### config.mk
export PLATFORM = sky130hd
export DESIGN_NAME = pixel_shader_flat
export DESIGN_NICKNAME = d
export VERILOG_FILES = /design/src/design/vga_pkg.sv /design/src/design/vga_ifs.sv /design/src/design/pixel_shader.sv /design/src/flat_wrapper.sv
export SDC_FILE = /design/constraint.sdc
export NUM_CORES = 1
export LEC_CHECK = 0
export BUFFER_PORTS_ARGS = -buffer_cell sky130_fd_sc_hd__buf_2
export CORE_AREA = 2 2 39 41
export CTS_CLUSTER_DIAMETER = 150
export DETAILED_ROUTE_END_ITERATION = 16
export DIE_AREA = 0 0 41 43
export PLACE_DENSITY = 0.83
export SLEW_MARGIN = 20
export SYNTH_ARGS = -nofsm -noshare
export SYNTH_HDL_FRONTEND = slang
export SYNTH_SLANG_ARGS = --single-unit
### constraint.sdc
create_clock -name clk -period 2.8 [get_ports clk]
set_clock_uncertainty 0.2 [all_clocks]
set_input_delay 0.56 -clock clk [delete_from_list [all_inputs] [get_ports clk]]
set_output_delay 0.56 -clock clk [all_outputs]
set_load 0.05 [all_outputs]
### src/design/vga_pkg.sv
package vga_pkg;

	// Glyph geometry in font pixels
	localparam int unsigned FONT_W = 8;
	localparam int unsigned FONT_H = 8;

	// Font counters also cover the spacing column and line
	localparam int unsigned FCOL_W  = $clog2(FONT_W + 1);
	localparam int unsigned FLINE_W = $clog2(FONT_H + 1);

	localparam int unsigned CODE_W     = 7;
	localparam int unsigned ROM_ADDR_W = 10; // Code in upper bits, glyph line in lower

	typedef logic [2:0] color_t; // One bit each for R, G, B
	typedef logic [3:0] scale_t; // 1 to 15, zero never stored
	typedef logic [CODE_W-1:0] code_t;
	typedef logic [7:0] idx_t; // Character column or row

	// AXI4-Lite register offsets
	typedef enum logic [11:0] {
		REG_CTRL      = 12'h000,
		REG_PALETTE   = 12'h004,
		REG_SCALE     = 12'h008,
		REG_SELECT    = 12'h00C,
		REG_TEXT_BASE = 12'h100 // One word per character from here
	} reg_addr_e;

	// Per-channel handshake state
	typedef enum logic [1:0] {
		IDLE,
		RESP
	} axil_state_e;

endpackage

### src/design/vga_ifs.sv
`timescale 1ns/1ps

// Held config registers, no handshake
interface cfg_if;
	import vga_pkg::*;

	logic enable;
	color_t text;
	color_t bg;
	color_t sel;
	color_t sel_bg;
	scale_t pix_w;
	scale_t pix_h;
	idx_t sel_row;
	logic sel_en;

	modport regs (output enable, text, bg, sel, sel_bg, pix_w, pix_h, sel_row, sel_en);
	modport timing (input pix_w, pix_h);
	modport shade (input enable, text, bg, sel, sel_bg, sel_row, sel_en);
endinterface


// Position delayed to line up with rom_q
interface glyph_if;
	import vga_pkg::*;

	logic active;
	logic hsync;
	logic vsync;
	logic [FCOL_W-1:0] font_col;
	logic [FLINE_W-1:0] font_line;
	idx_t char_row;

	modport src (output active, hsync, vsync, font_col, font_line, char_row);
	modport dst (input active, hsync, vsync, font_col, font_line, char_row);
endinterface

### src/design/pixel_shader.sv
`timescale 1ns/1ps

module pixel_shader (
	input  logic clk,
	input  logic rst_n,
	cfg_if.shade cfg,
	glyph_if.dst glyph,
	input  logic [vga_pkg::FONT_W-1:0] rom_q,
	output vga_pkg::color_t rgb,
	output logic hsync,
	output logic vsync
);
	import vga_pkg::*;

	localparam int BIT_W = $clog2(FONT_W);

	logic in_glyph;
	logic [BIT_W-1:0] bit_idx;
	logic fg;
	logic on_sel;
	color_t color;

	// Spacing column and line fall outside the glyph
	assign in_glyph = (glyph.font_col < FCOL_W'(FONT_W)) && (glyph.font_line < FLINE_W'(FONT_H));
	assign bit_idx = BIT_W'(FONT_W - 1) - glyph.font_col[BIT_W-1:0]; // MSB is leftmost
	assign fg = glyph.active && in_glyph && rom_q[bit_idx];
	assign on_sel = cfg.sel_en && (glyph.char_row == cfg.sel_row);

	always_comb begin
		if (on_sel) color = fg ? cfg.sel : cfg.sel_bg;
		else color = fg ? cfg.text : cfg.bg;
		if (!cfg.enable || !glyph.active) color = '0; // Blanking and off-grid
	end

	// All three pins leave on the same edge
	always_ff @(posedge clk) begin
		if (!rst_n) begin
			rgb <= '0;
			hsync <= 1'b0;
			vsync <= 1'b0;
		end else begin
			rgb <= color;
			hsync <= glyph.hsync;
			vsync <= glyph.vsync;
		end
	end

endmodule

### src/flat_wrapper.sv
// flat-port wrapper written by rule: the top's interface ports become plain ports
module pixel_shader_flat import vga_pkg::*;
  (clk, rst_n, rom_q, rgb, hsync, vsync, cfg_enable, cfg_text, cfg_bg, cfg_sel, cfg_sel_bg, cfg_sel_row, cfg_sel_en, glyph_active, glyph_hsync, glyph_vsync, glyph_font_col, glyph_font_line, glyph_char_row);
  cfg_if cfg_i ();
  glyph_if glyph_i ();
  input  logic clk;
  input  logic rst_n;
  input  logic [vga_pkg::FONT_W-1:0] rom_q;
  output vga_pkg::color_t rgb;
  output logic hsync;
  output logic vsync;
  input wire logic [$bits(cfg_i.enable)-1:0] cfg_enable;
  input wire logic [$bits(cfg_i.text)-1:0] cfg_text;
  input wire logic [$bits(cfg_i.bg)-1:0] cfg_bg;
  input wire logic [$bits(cfg_i.sel)-1:0] cfg_sel;
  input wire logic [$bits(cfg_i.sel_bg)-1:0] cfg_sel_bg;
  input wire logic [$bits(cfg_i.sel_row)-1:0] cfg_sel_row;
  input wire logic [$bits(cfg_i.sel_en)-1:0] cfg_sel_en;
  input wire logic [$bits(glyph_i.active)-1:0] glyph_active;
  input wire logic [$bits(glyph_i.hsync)-1:0] glyph_hsync;
  input wire logic [$bits(glyph_i.vsync)-1:0] glyph_vsync;
  input wire logic [$bits(glyph_i.font_col)-1:0] glyph_font_col;
  input wire logic [$bits(glyph_i.font_line)-1:0] glyph_font_line;
  input wire logic [$bits(glyph_i.char_row)-1:0] glyph_char_row;
  assign cfg_i.enable = cfg_enable;
  assign cfg_i.text = cfg_text;
  assign cfg_i.bg = cfg_bg;
  assign cfg_i.sel = cfg_sel;
  assign cfg_i.sel_bg = cfg_sel_bg;
  assign cfg_i.sel_row = cfg_sel_row;
  assign cfg_i.sel_en = cfg_sel_en;
  assign glyph_i.active = glyph_active;
  assign glyph_i.hsync = glyph_hsync;
  assign glyph_i.vsync = glyph_vsync;
  assign glyph_i.font_col = glyph_font_col;
  assign glyph_i.font_line = glyph_font_line;
  assign glyph_i.char_row = glyph_char_row;
  pixel_shader u_core (.clk(clk), .rst_n(rst_n), .cfg(cfg_i), .glyph(glyph_i), .rom_q(rom_q), .rgb(rgb), .hsync(hsync), .vsync(vsync));
endmodule
=== After elaboration in Yosys (flattened, before gate mapping) ===
Cells that the tools add are included.

* Bits in registers: 5
* Input port bits: 51
* Output and inout port bits: 5
* Logic and storage cells: 22

* Add/subtract/negate cells: 1
* $lt $le $gt $ge: 3
* Equality and inequality tests: 1
* Muxes and demuxes: 5
* Bitwise operators: 1
* Reduce and logical (&&, ||, !) cells: 8

{| class="wikitable"
|+ Operators with widths
! cell !! count
|-
| $mux 3 || 3
|-
| $eq 8x8->1 || 1
|-
| $lt 4x4->1 const B || 2
|-
| $logic_and 1x1->1 || 4
|-
| $lt 3x4->1 const B || 1
|-
| $bmux 1 s3 || 1
|-
| $sub 3x3->3 const A || 1
|-
| $logic_not 1->1 || 2
|-
| $reduce_or 2->1 || 1
|-
| $logic_or 1x1->1 || 1
|-
| $mux 1 || 1
|-
| $not 1->1 || 1
|}

=== Longest topological paths before layout ===
Gate-level depths: netlist (run 1).

* Depth in word-level cells: 6
* Depth in mapped cells: 5
* Gate-level depth less buffers: 5

=== Worst setup path after synthesis (run 1) ===
Ideal clock, no wire load.

* Kind: input to register
* Start: input port cfg_sel_row[2]
* End: register u_core.rgb[1]
* Library setup time: 117 ps
* Arrival: 1715 ps
* Required time: 2483 ps
* Slack: 768 ps
* Stages on the path: 5
* Buffers on the path: 0
* Cell sequence: xnor2_1 -> nand3_1 -> nor3_2 -> mux2_2 -> a22o_2

* Cells in the longest elaborated chain, start to end: 3

{| class="wikitable"
|+ Ends and longest elaborated chain
! item !! line !! text
|-
| start: declaration || flat_wrapper.sv:17 || <nowiki>input wire logic [$bits(cfg_i.sel_row)-1:0] cfg_sel_row;</nowiki>
|-
| $eq 8x8->1 || pixel_shader.sv:27 || <nowiki>assign on_sel = cfg.sel_en && (glyph.char_row == cfg.sel_row);</nowiki>
|-
| $logic_and 1x1->1 || pixel_shader.sv:27 ||
|-
| $mux 3 || pixel_shader.sv:30 || <nowiki>if (on_sel) color = fg ? cfg.sel : cfg.sel_bg;</nowiki>
|-
| end signal: assignment || pixel_shader.sv:42 || <nowiki>rgb <= color;</nowiki>
|-
| end: declaration || pixel_shader.sv:9 || <nowiki>output vga_pkg::color_t rgb,</nowiki>
|}

Every way passes these cells.
A chain may end at the register's enable or synchronous reset.

=== Final worst setup path (run 1) ===
Same ends and word-level chain as after synthesis.

==> metrics.yaml, run 1 <==
sta:
  fmax_ghz: 0.493
  slew_violations: 0
  period_share_pct: 72.5
  min_period_ns: 2.03
  finalSetupViolCount: 0
  worst_slack_ns: 0.771
  hold_violations: 0
  rsz0062_at_grt: "no"
  relSlewSlack_pct: 69.3
  tightest_slew_ns: 0.458
  fin_tns_setup_ns: 0
synth:
  synth.distinct_cells: 15
  synth-edff-count: 0
  yosysTopAreaCell: "dfxtp_1"
  yosys.area.top_type_share_pct: 25.6
  synth_cells: 35
  syn-num-nets: 86
  synth_warnings: 0
  synth_area_leaders: "dfxtp_1 26%, xnor2_1 18%, mux2_2 17%, mux4_1 13%, a22o_1 4.5%"
  synth.avg_cell_area_sq_um: 11.2
  synth_area_sq_um: 390
  ys_ff_latch: 5
  ys.flop_type: "dfxtp_1"
  ys_seq_area_share_pct: 25.6
  async_flop_share_pct: 0
critical_path:
  start_kind: "input pin"
  crit_chain: "buf_2 -> xnor2_1 -> nand3_1 -> nor3_2 -> mux2_2 -> a22o_2"
  cp.arrival_ns: 1.95
  slowest_stage: "nor3_2"
  crit_path_end_kind: "flop"
  cp_max_fo: 6
  cp_slowest_stage_delay_ns: 0.41
  critPathKind: "in2reg"
  cp.required_ns: 2.72
pwr:
  leakagePower_nw: 0.363
  max-vdd-ir-drop_uv: 123
  powerDensity_nw_per_um2: 328
  p_total_mw: 0.228
final_layout:
  antenna_cells: 0
  fin_nets: 143
  area_growth_pct: 78.5
  drive_gt1_share_pct: 69.2
  final_common_cell: "buf_2"
  final_core_utilization_pct: 50.4
  mostFrequentLayoutCells: "52 x buf_2, 8 x xnor2_1, 6 x mux2_2, 5 x dfxtp_1, 3 x clkbuf_4"
route:
  drt-initial-drc-count: 2
  drt-wirelength-per-cell_microns: 9.90
  vias: 475
  final_antenna_net_count: 0
  totalWireLength_microns: 1060
  via_per_inst: 4.44
  drt_pre_antenna_iters: 4
  drc: 0
worst_hold_path:
  hold_path_depth: 2
  hold_end: "u_core.vsync$_SDFF_PN0_"
  hold_start: "glyph_vsync"
  min_path_type: "in2reg"
clock_network:
  htreeDepth: 1
  cts_buffers: 3
  clk_pin_slew_worst_paths_ns: 0.04
  cts_hold_buffers: 0
  cts.sinks: 5
  cts_resized: 0
  cts_setup_buffers: 0
  cts_max_path_buffers: 2
  cts_tree: "built"
  cts_root_buf: "clkbuf_4"
floorplanning:
  dieWidth_microns: 41
  die-area_sq_um: 1760
  core-area_sq_um: 1380
  rows: 14
  initial_core_util_pct: 28.2
  ios: 56
  dieHeight_microns: 43
flow_run:
  cap_viol_max_count: 0
global_route:
  antenna_found_initial: 0
  track_usage_pct: 13.8
  grt_max_degree: 7
  overflow: 0
  grt_pass1_vias: 507
  grt_pass1_wl_microns: 1680
placed_design:
  place.gp.congestion: 0.678
  hpwl_microns: 993
  dp_worst_setup_slack_ns: 0.485
  io_buffers: 52
outcome:
  status: "completed"
-- Yosys cell counts, types with 2 or more instances --
master,instances
dfxtp_1,5
mux4_1,2
nand3_1,2
xnor2_1,8
a22o_1,2
mux2_2,6
and2_1,2
-- routing by layer --
metal,vias up,GRT usage [%],part of all wire [%]
met5,-,0,0
met4,0,8.00,0
met3,0,0.524,9.0
met2,26,26.3,57
met1,205,13.1,34
li1,244,-,-
-- sequential cells by signal, indices dropped and copies added (netlist names) --
register      cells
u_core.rgb        3
u_core.vsync      1
u_core.hsync      1
-- power breakdown --
| group | total [mW] | switching [mW] | leakage, nW | internal [mW] |
|---|---|---|---|---|
| logic | 0.0750 | 0.0309 | 0.306 | 0.0441 |
| clock network | 0.0785 | 0.0249 | 0.0150 | 0.0536 |
| registers | 0.0750 | 0.000560 | 0.0411 | 0.0744 |
-- worst max-delay path: cells and delay by family --
kind                   cells  cell delay, ns
AO/OA/AOI/OAI              1            0.23
buffers and inverters      1            0.10
XOR/XNOR                   1            0.15
multiplexers               1            0.39
AND/OR/NAND/NOR            2            0.51
-- worst max-delay path by stage --
stage,startpoint,end,slack [ns],depth (start not counted)
2_1_floorplan,cfg_sel_row[2],u_core.rgb[1]$_SDFF_PP0_,0.77,5
3_3_place_gp,cfg_sel_row[2],u_core.rgb[1]$_SDFF_PP0_,0.54,6
3_5_place_dp,cfg_sel_row[2],u_core.rgb[1]$_SDFF_PP0_,0.49,6
4_1_cts,cfg_sel_row[2],u_core.rgb[1]$_SDFF_PP0_,0.74,6
5_1_grt,cfg_sel_row[0],u_core.rgb[1]$_SDFF_PP0_,0.64,6
6_report,cfg_sel_row[2],u_core.rgb[1]$_SDFF_PP0_,0.77,6
-- final cells by class --
cell class | count | area (sq um)
fillers | 145 | 687
multi-input cells | 30 | 290
repair buffers | 52 | 260
flip-flops and latches | 5 | 100
clock buffers | 4 | 26.3
well taps | 16 | 20.0
-- cell families (layout without fill, tap and decap cells) --
logic type	after synthesis	count (layout)	share of synthesized area, %
XOR/XNOR	8	8	17.9
AND/OR/NAND/NOR	10	10	16.0
buffers and inverters	0	56	0
AO/OA/AOI/OAI	3	3	7.05
flip-flops	5	5	25.6
multiplexers	9	9	33.3
-- per-stage QoR --
stage,instances,instance area (sq um),hold slack (ns)
global placement,103,671,0.567
detailed placement,103,671,0.571
global route,107,697,0.344
floorplan,35,390,0.482
CTS,107,697,0.327
finish,107,697,0.332
Power figures use the tool's default switching activity.
==> run 2, diff against run 1 <==
--- a/config.mk
+++ b/config.mk
@@ -5,12 +5,13 @@
 export SDC_FILE = /design/constraint.sdc
 export NUM_CORES = 1
 export LEC_CHECK = 0
+export ABC_AREA = 1
 export BUFFER_PORTS_ARGS = -buffer_cell sky130_fd_sc_hd__buf_2
-export CORE_AREA = 2 2 39 41
+export CORE_ASPECT_RATIO = 0.9
+export CORE_UTILIZATION = 31
 export CTS_CLUSTER_DIAMETER = 150
 export DETAILED_ROUTE_END_ITERATION = 16
-export DIE_AREA = 0 0 41 43
-export PLACE_DENSITY = 0.83
+export PLACE_DENSITY = 0.79
 export SLEW_MARGIN = 20
 export SYNTH_ARGS = -nofsm -noshare
 export SYNTH_HDL_FRONTEND = slang
==> constraint.sdc (replaced) <==
create_clock -name clk -period 1.8 [get_ports clk]
set_clock_uncertainty 0.2 [all_clocks]
set_input_delay 0.36 -clock clk [delete_from_list [all_inputs] [get_ports clk]]
set_output_delay 0.36 -clock clk [all_outputs]
set_load 0.05 [all_outputs]
==> run 2 against run 1 <==
  * Critical path depth shrank 5
  * Non-clock buffer count is the same
  * Total power grew 74%
  * Utilization grew 5.3 points
  * Sequential share of layout area shrank 2.7 points
  * Global-route usage grew 3.8 points
  * Cell count grew 65%
  * Largest cell class unchanged
  * Wire length grew 39%
  * Clock power grew 68%
==> metrics.yaml, run 2 <==
outcome:
  status: "completed"  # unchanged
worst_hold_path:
  hold_start: "glyph_vsync"  # unchanged
  min_path_type: "in2reg"  # unchanged
  hold_end: "u_core.vsync$_SDFF_PN0_"  # unchanged
  hold_path_depth: 3  # was 2
sta:
  tightest_slew_ns: 0.362  # was 0.458 ns
  hold_violations: 0  # unchanged
  fin_tns_setup_ns: 0  # unchanged
  relSlewSlack_pct: 75.9  # was 69.3%
  fmax_ghz: 0.732
  min_period_ns: 1.37
  slew_violations: 0  # unchanged
  worst_slack_ns: 0.434  # was 0.771 ns
  finalSetupViolCount: 0  # unchanged
  rsz0062_at_grt: "no"  # unchanged
  period_share_pct: 75.9
global_route:
  overflow: 0  # unchanged
  grt_pass1_vias: 684  # was 507
  grt_pass1_wl_microns: 2450  # was 1680 microns
  track_usage_pct: 17.6  # was 13.8%
  grt_max_degree: 8  # was 7
  antenna_found_initial: 0  # unchanged
floorplanning:
  rows: 13  # was 14
  initial_core_util_pct: 35.3  # was 28.2%
  dieHeight_microns: 41.8  # was 43 microns
  core-area_sq_um: 1550  # was 1380 sq um
  die-area_sq_um: 1930  # was 1760 sq um
  ios: 56  # unchanged
  dieWidth_microns: 46.2  # was 41 microns
synth:
  ys_seq_area_share_pct: 18.3  # was 25.6%
  synth.avg_cell_area_sq_um: 5.51  # was 11.2 sq um
  synth_area_sq_um: 546  # was 390 sq um
  synth_cells: 99  # was 35
  synth-edff-count: 0  # unchanged
  yosys-top-cells-count: "28 x nand2_1, 22 x inv_1, 18 x nand3_1"  # was 8 x xnor2_1, 6 x mux2_2, 5 x dfxtp_1
  synth.most_common_cell: "nand2_1"  # was xnor2_1
  async_flop_share_pct: 0  # unchanged
  yosysTopAreaCell: "nand2_1"  # was dfxtp_1
  synth.distinct_cells: 17  # was 15
  syn-num-nets: 150  # was 86
  synth_warnings: 0  # unchanged
  ys_ff_latch: 5  # unchanged
  yosys.area.top_type_share_pct: 19.3  # was 25.6%
  ys.flop_type: "dfxtp_1"  # unchanged
  synth_area_leaders: "nand2_1 19%, dfxtp_1 18%, nand3_1 17%, inv_1 15%, nand3b_1 5.5%"  # was dfxtp_1 26%, xnor2_1 18%, mux2_2 17%, mux4_1 13%, a22o_1 4.5%
route:
  drt-initial-drc-count: 6  # was 2
  vias: 768  # was 475
  totalWireLength_microns: 1480  # was 1060 microns
  via_per_inst: 4.34  # was 4.44
  drt_pre_antenna_iters: 4  # unchanged
  drt-wirelength-per-cell_microns: 8.34  # was 9.90 microns
  drc: 0  # unchanged
  final_antenna_net_count: 0  # unchanged
clock_network:
  cts_max_path_buffers: 2  # unchanged
  clk_pin_slew_worst_paths_ns: 0.04  # about the same
  cts_setup_buffers: 0  # unchanged
  htreeDepth: 1  # unchanged
  cts_resized: 0  # unchanged
  cts_buffers: 3  # unchanged
  cts_hold_buffers: 0  # unchanged
  cts_tree: "built"  # unchanged
  cts.sinks: 5  # unchanged
  cts_root_buf: "clkbuf_4"  # unchanged
placed_design:
  io_buffers: 52  # unchanged
  placedCellCount: 173  # was 103
  place.gp.congestion: 0.716  # was 0.678
  hpwl_microns: 1320  # was 993 microns
  dp_worst_setup_slack_ns: 0.205  # was 0.485 ns
critical_path:
  cp.arrival_ns: 0.81  # was 1.95 ns
  worstPathBufferInverterCount: 1  # unchanged
  cp_max_fo: 1  # was 6
  critPathKind: "reg2out"  # was in2reg
  crit_chain: "buf_2"  # was buf_2 -> xnor2_1 -> nand3_1 -> nor3_2 -> mux2_2 -> a22o_2
  cp.required_ns: 1.24  # was 2.72 ns
  slowest_stage: "dfxtp_1"  # was nor3_2
  crit_path_end_kind: "output port"  # was flop
  cpLargestDelayFamily: "flip-flops"  # was simple AND/OR/NAND/NOR gates
  cp_slowest_stage_delay_ns: 0.30  # was 0.41 ns
  start_kind: "flop"  # was input pin
final_layout:
  antenna_cells: 0  # unchanged
  area_growth_pct: 57.6  # was 78.5%
  fin_nets: 207  # was 143
  reg_top3: "u_core.rgb: 3 flops, u_core.hsync: 1 flops, u_core.vsync: 1 flops"  # unchanged
  regMostFlops: "u_core.rgb"  # unchanged
  final_cell_count_no_fill: 177  # was 107
  mostFrequentLayoutCells: "52 x buf_2, 28 x nand2_1, 22 x inv_1, 18 x nand3_1, 8 x nor2_1"  # was 52 x buf_2, 8 x xnor2_1, 6 x mux2_2, 5 x dfxtp_1, 3 x clkbuf_4
  drive_gt1_share_pct: 38.7  # was 69.2%
  final_common_cell: "buf_2"  # unchanged
  largest_reg_flops: 3  # unchanged
flow_run:
  cap_viol_max_count: 0  # unchanged
pwr:
  powerDensity_nw_per_um2: 464  # was 328 nW/um^2
  max-vdd-ir-drop_uv: 329  # was 123 uV
  leakagePower_nw: 0.557  # was 0.363 nW
-- run 2: changes by cell type after synthesis, sizes merged, moves of 2 or more --
| cell | change |
|---|---|
| xor2 | +2 |
| and2 | -2 |
| nor2 | +8 |
| a22o | -3 |
| nand3b | +4 |
| a21oi | +3 |
| xnor2 | -7 |
| nand2 | +29 |
| o21ai | +2 |
| nand3 | +16 |
| inv | +23 |
| mux4 | -2 |
| mux2 | -6 |
-- run 2: power breakdown --
group	internal [mW]	switching [mW]	leakage (nW)
Clock	0.0839	0.0480	0.0150
Sequential	0.116	0.000824	0.0411
Combinational	0.0687	0.0816	0.501
Total	0.268	0.130	0.557
-- run 2: cell families after synthesis --
| logic type | after synthesis | share of synthesized area [%] |
|---|---|---|
| simple gates | 63 | 56.4 |
| flops | 5 | 18.3 |
| buf+inv | 23 | 15.8 |
| xor+xnor | 3 | 4.82 |
| compound gates | 5 | 4.58 |
-- run 2: stage by stage --
stage | hold WS, ns | util, % | instance area (sq um) | power, mW
final | 0.0958 | 55.6 | 860 | 0.399
after global routing | 0.103 | 55.6 | 860 | 0.433
after CTS | 0.0878 | 55.6 | 860 | 0.406
after detailed placement | 0.346 | 53.9 | 833 | 0.269
after global placement | 0.346 | 53.9 | 833 | 0.264
after floorplan | 0.253 | - | 546 | 0.199
-- run 2: area by class of cell --
type	count	area, sq um
inverters	23	86.3
multi-input cells	71	359
fillers	164	686
well taps	22	27.5
repair buffers	52	260
clock buffers	4	26.3
flip-flops and latches	5	100
-- run 2: layer usage --
metal | global-route usage [%] | part of all wire [%] | vias up
li1 | - | - | 417
met1 | 19.0 | 44 | 309
met2 | 29.0 | 46 | 37
met3 | 5.22 | 7.7 | 5
met4 | 10.6 | 2.3 | 0
met5 | 0 | 0 | -
-- run 2: worst max path at each step --
stage	to	slack, ns	depth (start not counted)	startpoint
2_1_floorplan	u_core.rgb[0]$_SDFF_PP0_	0.50	9	glyph_font_col[0]
3_3_place_gp	u_core.rgb[0]$_SDFF_PP0_	0.26	10	glyph_font_col[0]
3_5_place_dp	u_core.rgb[2]$_SDFF_PP0_	0.21	10	glyph_font_col[0]
4_1_cts	rgb[2]	0.42	1	u_core.rgb[2]$_SDFF_PP0_
5_1_grt	u_core.rgb[1]$_SDFF_PP0_	0.33	10	glyph_font_col[0]
6_report	rgb[2]	0.43	1	u_core.rgb[2]$_SDFF_PP0_
==> run 3, diff against run 2 <==
==> constraint.sdc (replaced) <==
create_clock -name clk -period 1.2 [get_ports clk]
set_clock_uncertainty 0.2 [all_clocks]
set_input_delay 0.24 -clock clk [delete_from_list [all_inputs] [get_ports clk]]
set_output_delay 0.24 -clock clk [all_outputs]
set_load 0.05 [all_outputs]
==> run 3 against run 2 <==
  * Critical path depth is the same
  * Critical path type unchanged
  * Highest routed layer unchanged
  * Utilization grew 13 points
  * Via count increased by 7.9%
  * Worst setup slack worse by 0.41 ns
  * Wire length up 28%
  * Cell area increased by 24%
  * Flip-flop and latch count did not move
  * Clock power up 58%
  * Cell count rose by 2.8%
==> metrics.yaml, run 3 (synthesis results as in run 2) <==
route:
  dr_wl_met2_microns: 1030  # was 683 microns
  drt_pre_antenna_iters: 4  # unchanged
  route.top_layer_used: "met4"  # unchanged
  vias: 829  # was 768
  wl_met1_microns: 717  # was 646 microns
  totalWireLength_microns: 1890  # was 1480 microns
  drt-initial-drc-count: 5  # was 6
  final_antenna_net_count: 0  # unchanged
  drc: 0  # unchanged
  via_per_inst: 4.55  # was 4.34
  dr_wl_met3_microns: 119  # was 113 microns
  drt-wirelength-per-cell_microns: 10.4  # was 8.34 microns
pwr:
  clockPowerShare_pct: 30.7  # was 33.1%
  powerDensity_nw_per_um2: 639  # was 464 nW/um^2
  max-vdd-ir-drop_uv: 502  # was 329 uV
  pwr-share-comb_pct: 43.4  # was 37.7%
  p_sw_mw: 0.243  # was 0.130 mW
  leakagePower_nw: 0.606  # was 0.557 nW
  seqPwrFrac_pct: 25.9  # was 29.2%
  p_sw_share_pct: 35.6  # was 32.7%
  p_int_mw: 0.439  # was 0.268 mW
global_route:
  grt_max_degree: 8  # unchanged
  track_usage_pct: 19.8  # was 17.6%
  grt_pass1_vias: 778  # was 684
  antenna_found_initial: 0  # unchanged
  grt_pass1_wl_microns: 2770  # was 2450 microns
  overflow: 0  # unchanged
sta:
  rsz0062_at_grt: "yes"  # was no
  period_share_pct: 98.2
  fin_tns_setup_ns: 0  # unchanged
  worst_slack_ns: 0.0214  # was 0.434 ns
  slew_violations: 0  # unchanged
  min_period_ns: 1.18
  hold_violations: 0  # unchanged
  finalSetupViolCount: 0  # unchanged
  fmax_ghz: 0.848
  tightest_slew_ns: 0.207  # was 0.362 ns
  relSlewSlack_pct: 86.1  # was 75.9%
final_layout:
  final_cell_count_no_fill: 182  # was 177
  regMostFlops: "u_core.rgb"  # unchanged
  area_growth_pct: 95.6  # was 57.6%
  drive_gt1_share_pct: 55.0  # was 38.7%
  multi_input_area_sq_um: 473  # was 359 sq um
  fillerInstances: 133  # was 164
  fin_nets: 212  # was 207
  final_common_cell: "buf_2"  # unchanged
  reg_top3: "u_core.rgb: 3 flops, u_core.hsync: 1 flops, u_core.vsync: 1 flops"  # unchanged
  antenna_cells: 0  # unchanged
  largest_reg_flops: 3  # unchanged
  mostFrequentLayoutCells: "46 x buf_2, 22 x inv_1, 20 x nand2_1, 10 x nand3_2, 8 x nand3_1"  # was 52 x buf_2, 28 x nand2_1, 22 x inv_1, 18 x nand3_1, 8 x nor2_1
  final-seq-area_sq_um: 103  # was 100 sq um
critical_path:
  worstPathBufferInverterCount: 1  # unchanged
  crit_path_end_kind: "output port"  # unchanged
  start_kind: "flop"  # unchanged
  cp.arrival_ns: 0.74  # was 0.81 ns
  cp.required_ns: 0.76  # was 1.24 ns
  slowest_stage: "dfxtp_1"  # unchanged
  cp_slowest_stage_delay_ns: 0.33  # was 0.30 ns
  crit_chain: "buf_6"  # was buf_2
  cpLargestDelayFamily: "flip-flops"  # unchanged
  critPathKind: "reg2out"  # unchanged
  cp_max_fo: 1  # unchanged
floorplanning:
  rows: 13  # unchanged
  dieWidth_microns: 46.2  # unchanged
  core-area_sq_um: 1550  # unchanged
  dieHeight_microns: 41.8  # unchanged
  ios: 56  # unchanged
  initial_core_util_pct: 35.3  # unchanged
  die-area_sq_um: 1930  # unchanged
flow_run:
  cap_viol_max_count: 0  # unchanged
clock_network:
  cts_buffers: 3  # unchanged
  cts_tree: "built"  # unchanged
  htreeDepth: 1  # unchanged
  cts_max_path_buffers: 2  # unchanged
  cts.sinks: 5  # unchanged
  cts_root_buf: "clkbuf_4"  # unchanged
  clk_pin_slew_worst_paths_ns: 0.05  # was 0.04 ns
outcome:
  status: "completed"  # unchanged
placed_design:
  dp_worst_setup_slack_ns: -0.257  # was 0.205 ns
  place.gp.congestion: 0.723  # was 0.716
  io_buffers: 52  # unchanged
  placedCellCount: 174  # was 173
  hpwl_microns: 1330  # was 1320 microns
worst_hold_path:
  min_path_type: "in2reg"  # unchanged
## run 3: cell count changes in the layout (fill, tap and decap cells not counted), sizes merged
| cell | change |
|---|---|
| buf | +2 |
| dlygate4sd3 | +3 |
## run 3: power groups by stage
| stage | sequential (mW) | clock [mW] | combinational [mW] |
|---|---|---|---|
| after floorplan | 0.201 | 0 | 0.0967 |
| final | 0.177 | 0.209 | 0.296 |
| after detailed placement | 0.178 | 0 | 0.230 |
| after CTS | 0.175 | 0.206 | 0.246 |
| after global routing | 0.177 | 0.234 | 0.324 |
| after global placement | 0.177 | 0 | 0.221 |
## run 3: routing by layer
metal,track usage [%],vias up
li1,-,425
met1,19.8,358
met2,35.2,44
met3,6.96,2
met4,8.24,0
met5,0,-
## run 3: timing repair
action | in CTS | in global routing
setup buffers | 0 | 1
hold endpoints to repair | 2 | 0
cloned | 0 | 0
pin swaps | 0 | 10
gates resized for setup | 7 | 39
setup endpoints to repair | 6 | 8
hold buffers | 3 | 0
## run 3: final timing paths
path                  slack, ns                        to                     from  depth (start not counted)
worst max-delay path       0.02                     hsync  u_core.hsync$_SDFF_PN0_                          1
worst min-delay path       0.08  u_core.rgb[1]$_SDFF_PP0_             glyph_active                          3
## run 3: stage by stage
step	util [%]	hold WS (ns)	area, sq um	total power [mW]
2_1_floorplan	-	0.133	546	0.298
3_3_place_gp	54.4	0.226	841	0.398
3_5_place_dp	54.4	0.227	841	0.407
4_1_cts	59.4	0.101	918	0.627
5_1_grt	69.1	0.0915	1070	0.736
6_report	69.1	0.0817	1070	0.682
## run 3: final cells by class
cell class                 count  share of cell area, %
multi-input combinational     71                   44.3
timing repair buffer          57                   32.5
sequential                     5                   9.61
inverter                      23                   8.56
tap                           22                   2.58
clock buffer                   4                   2.46
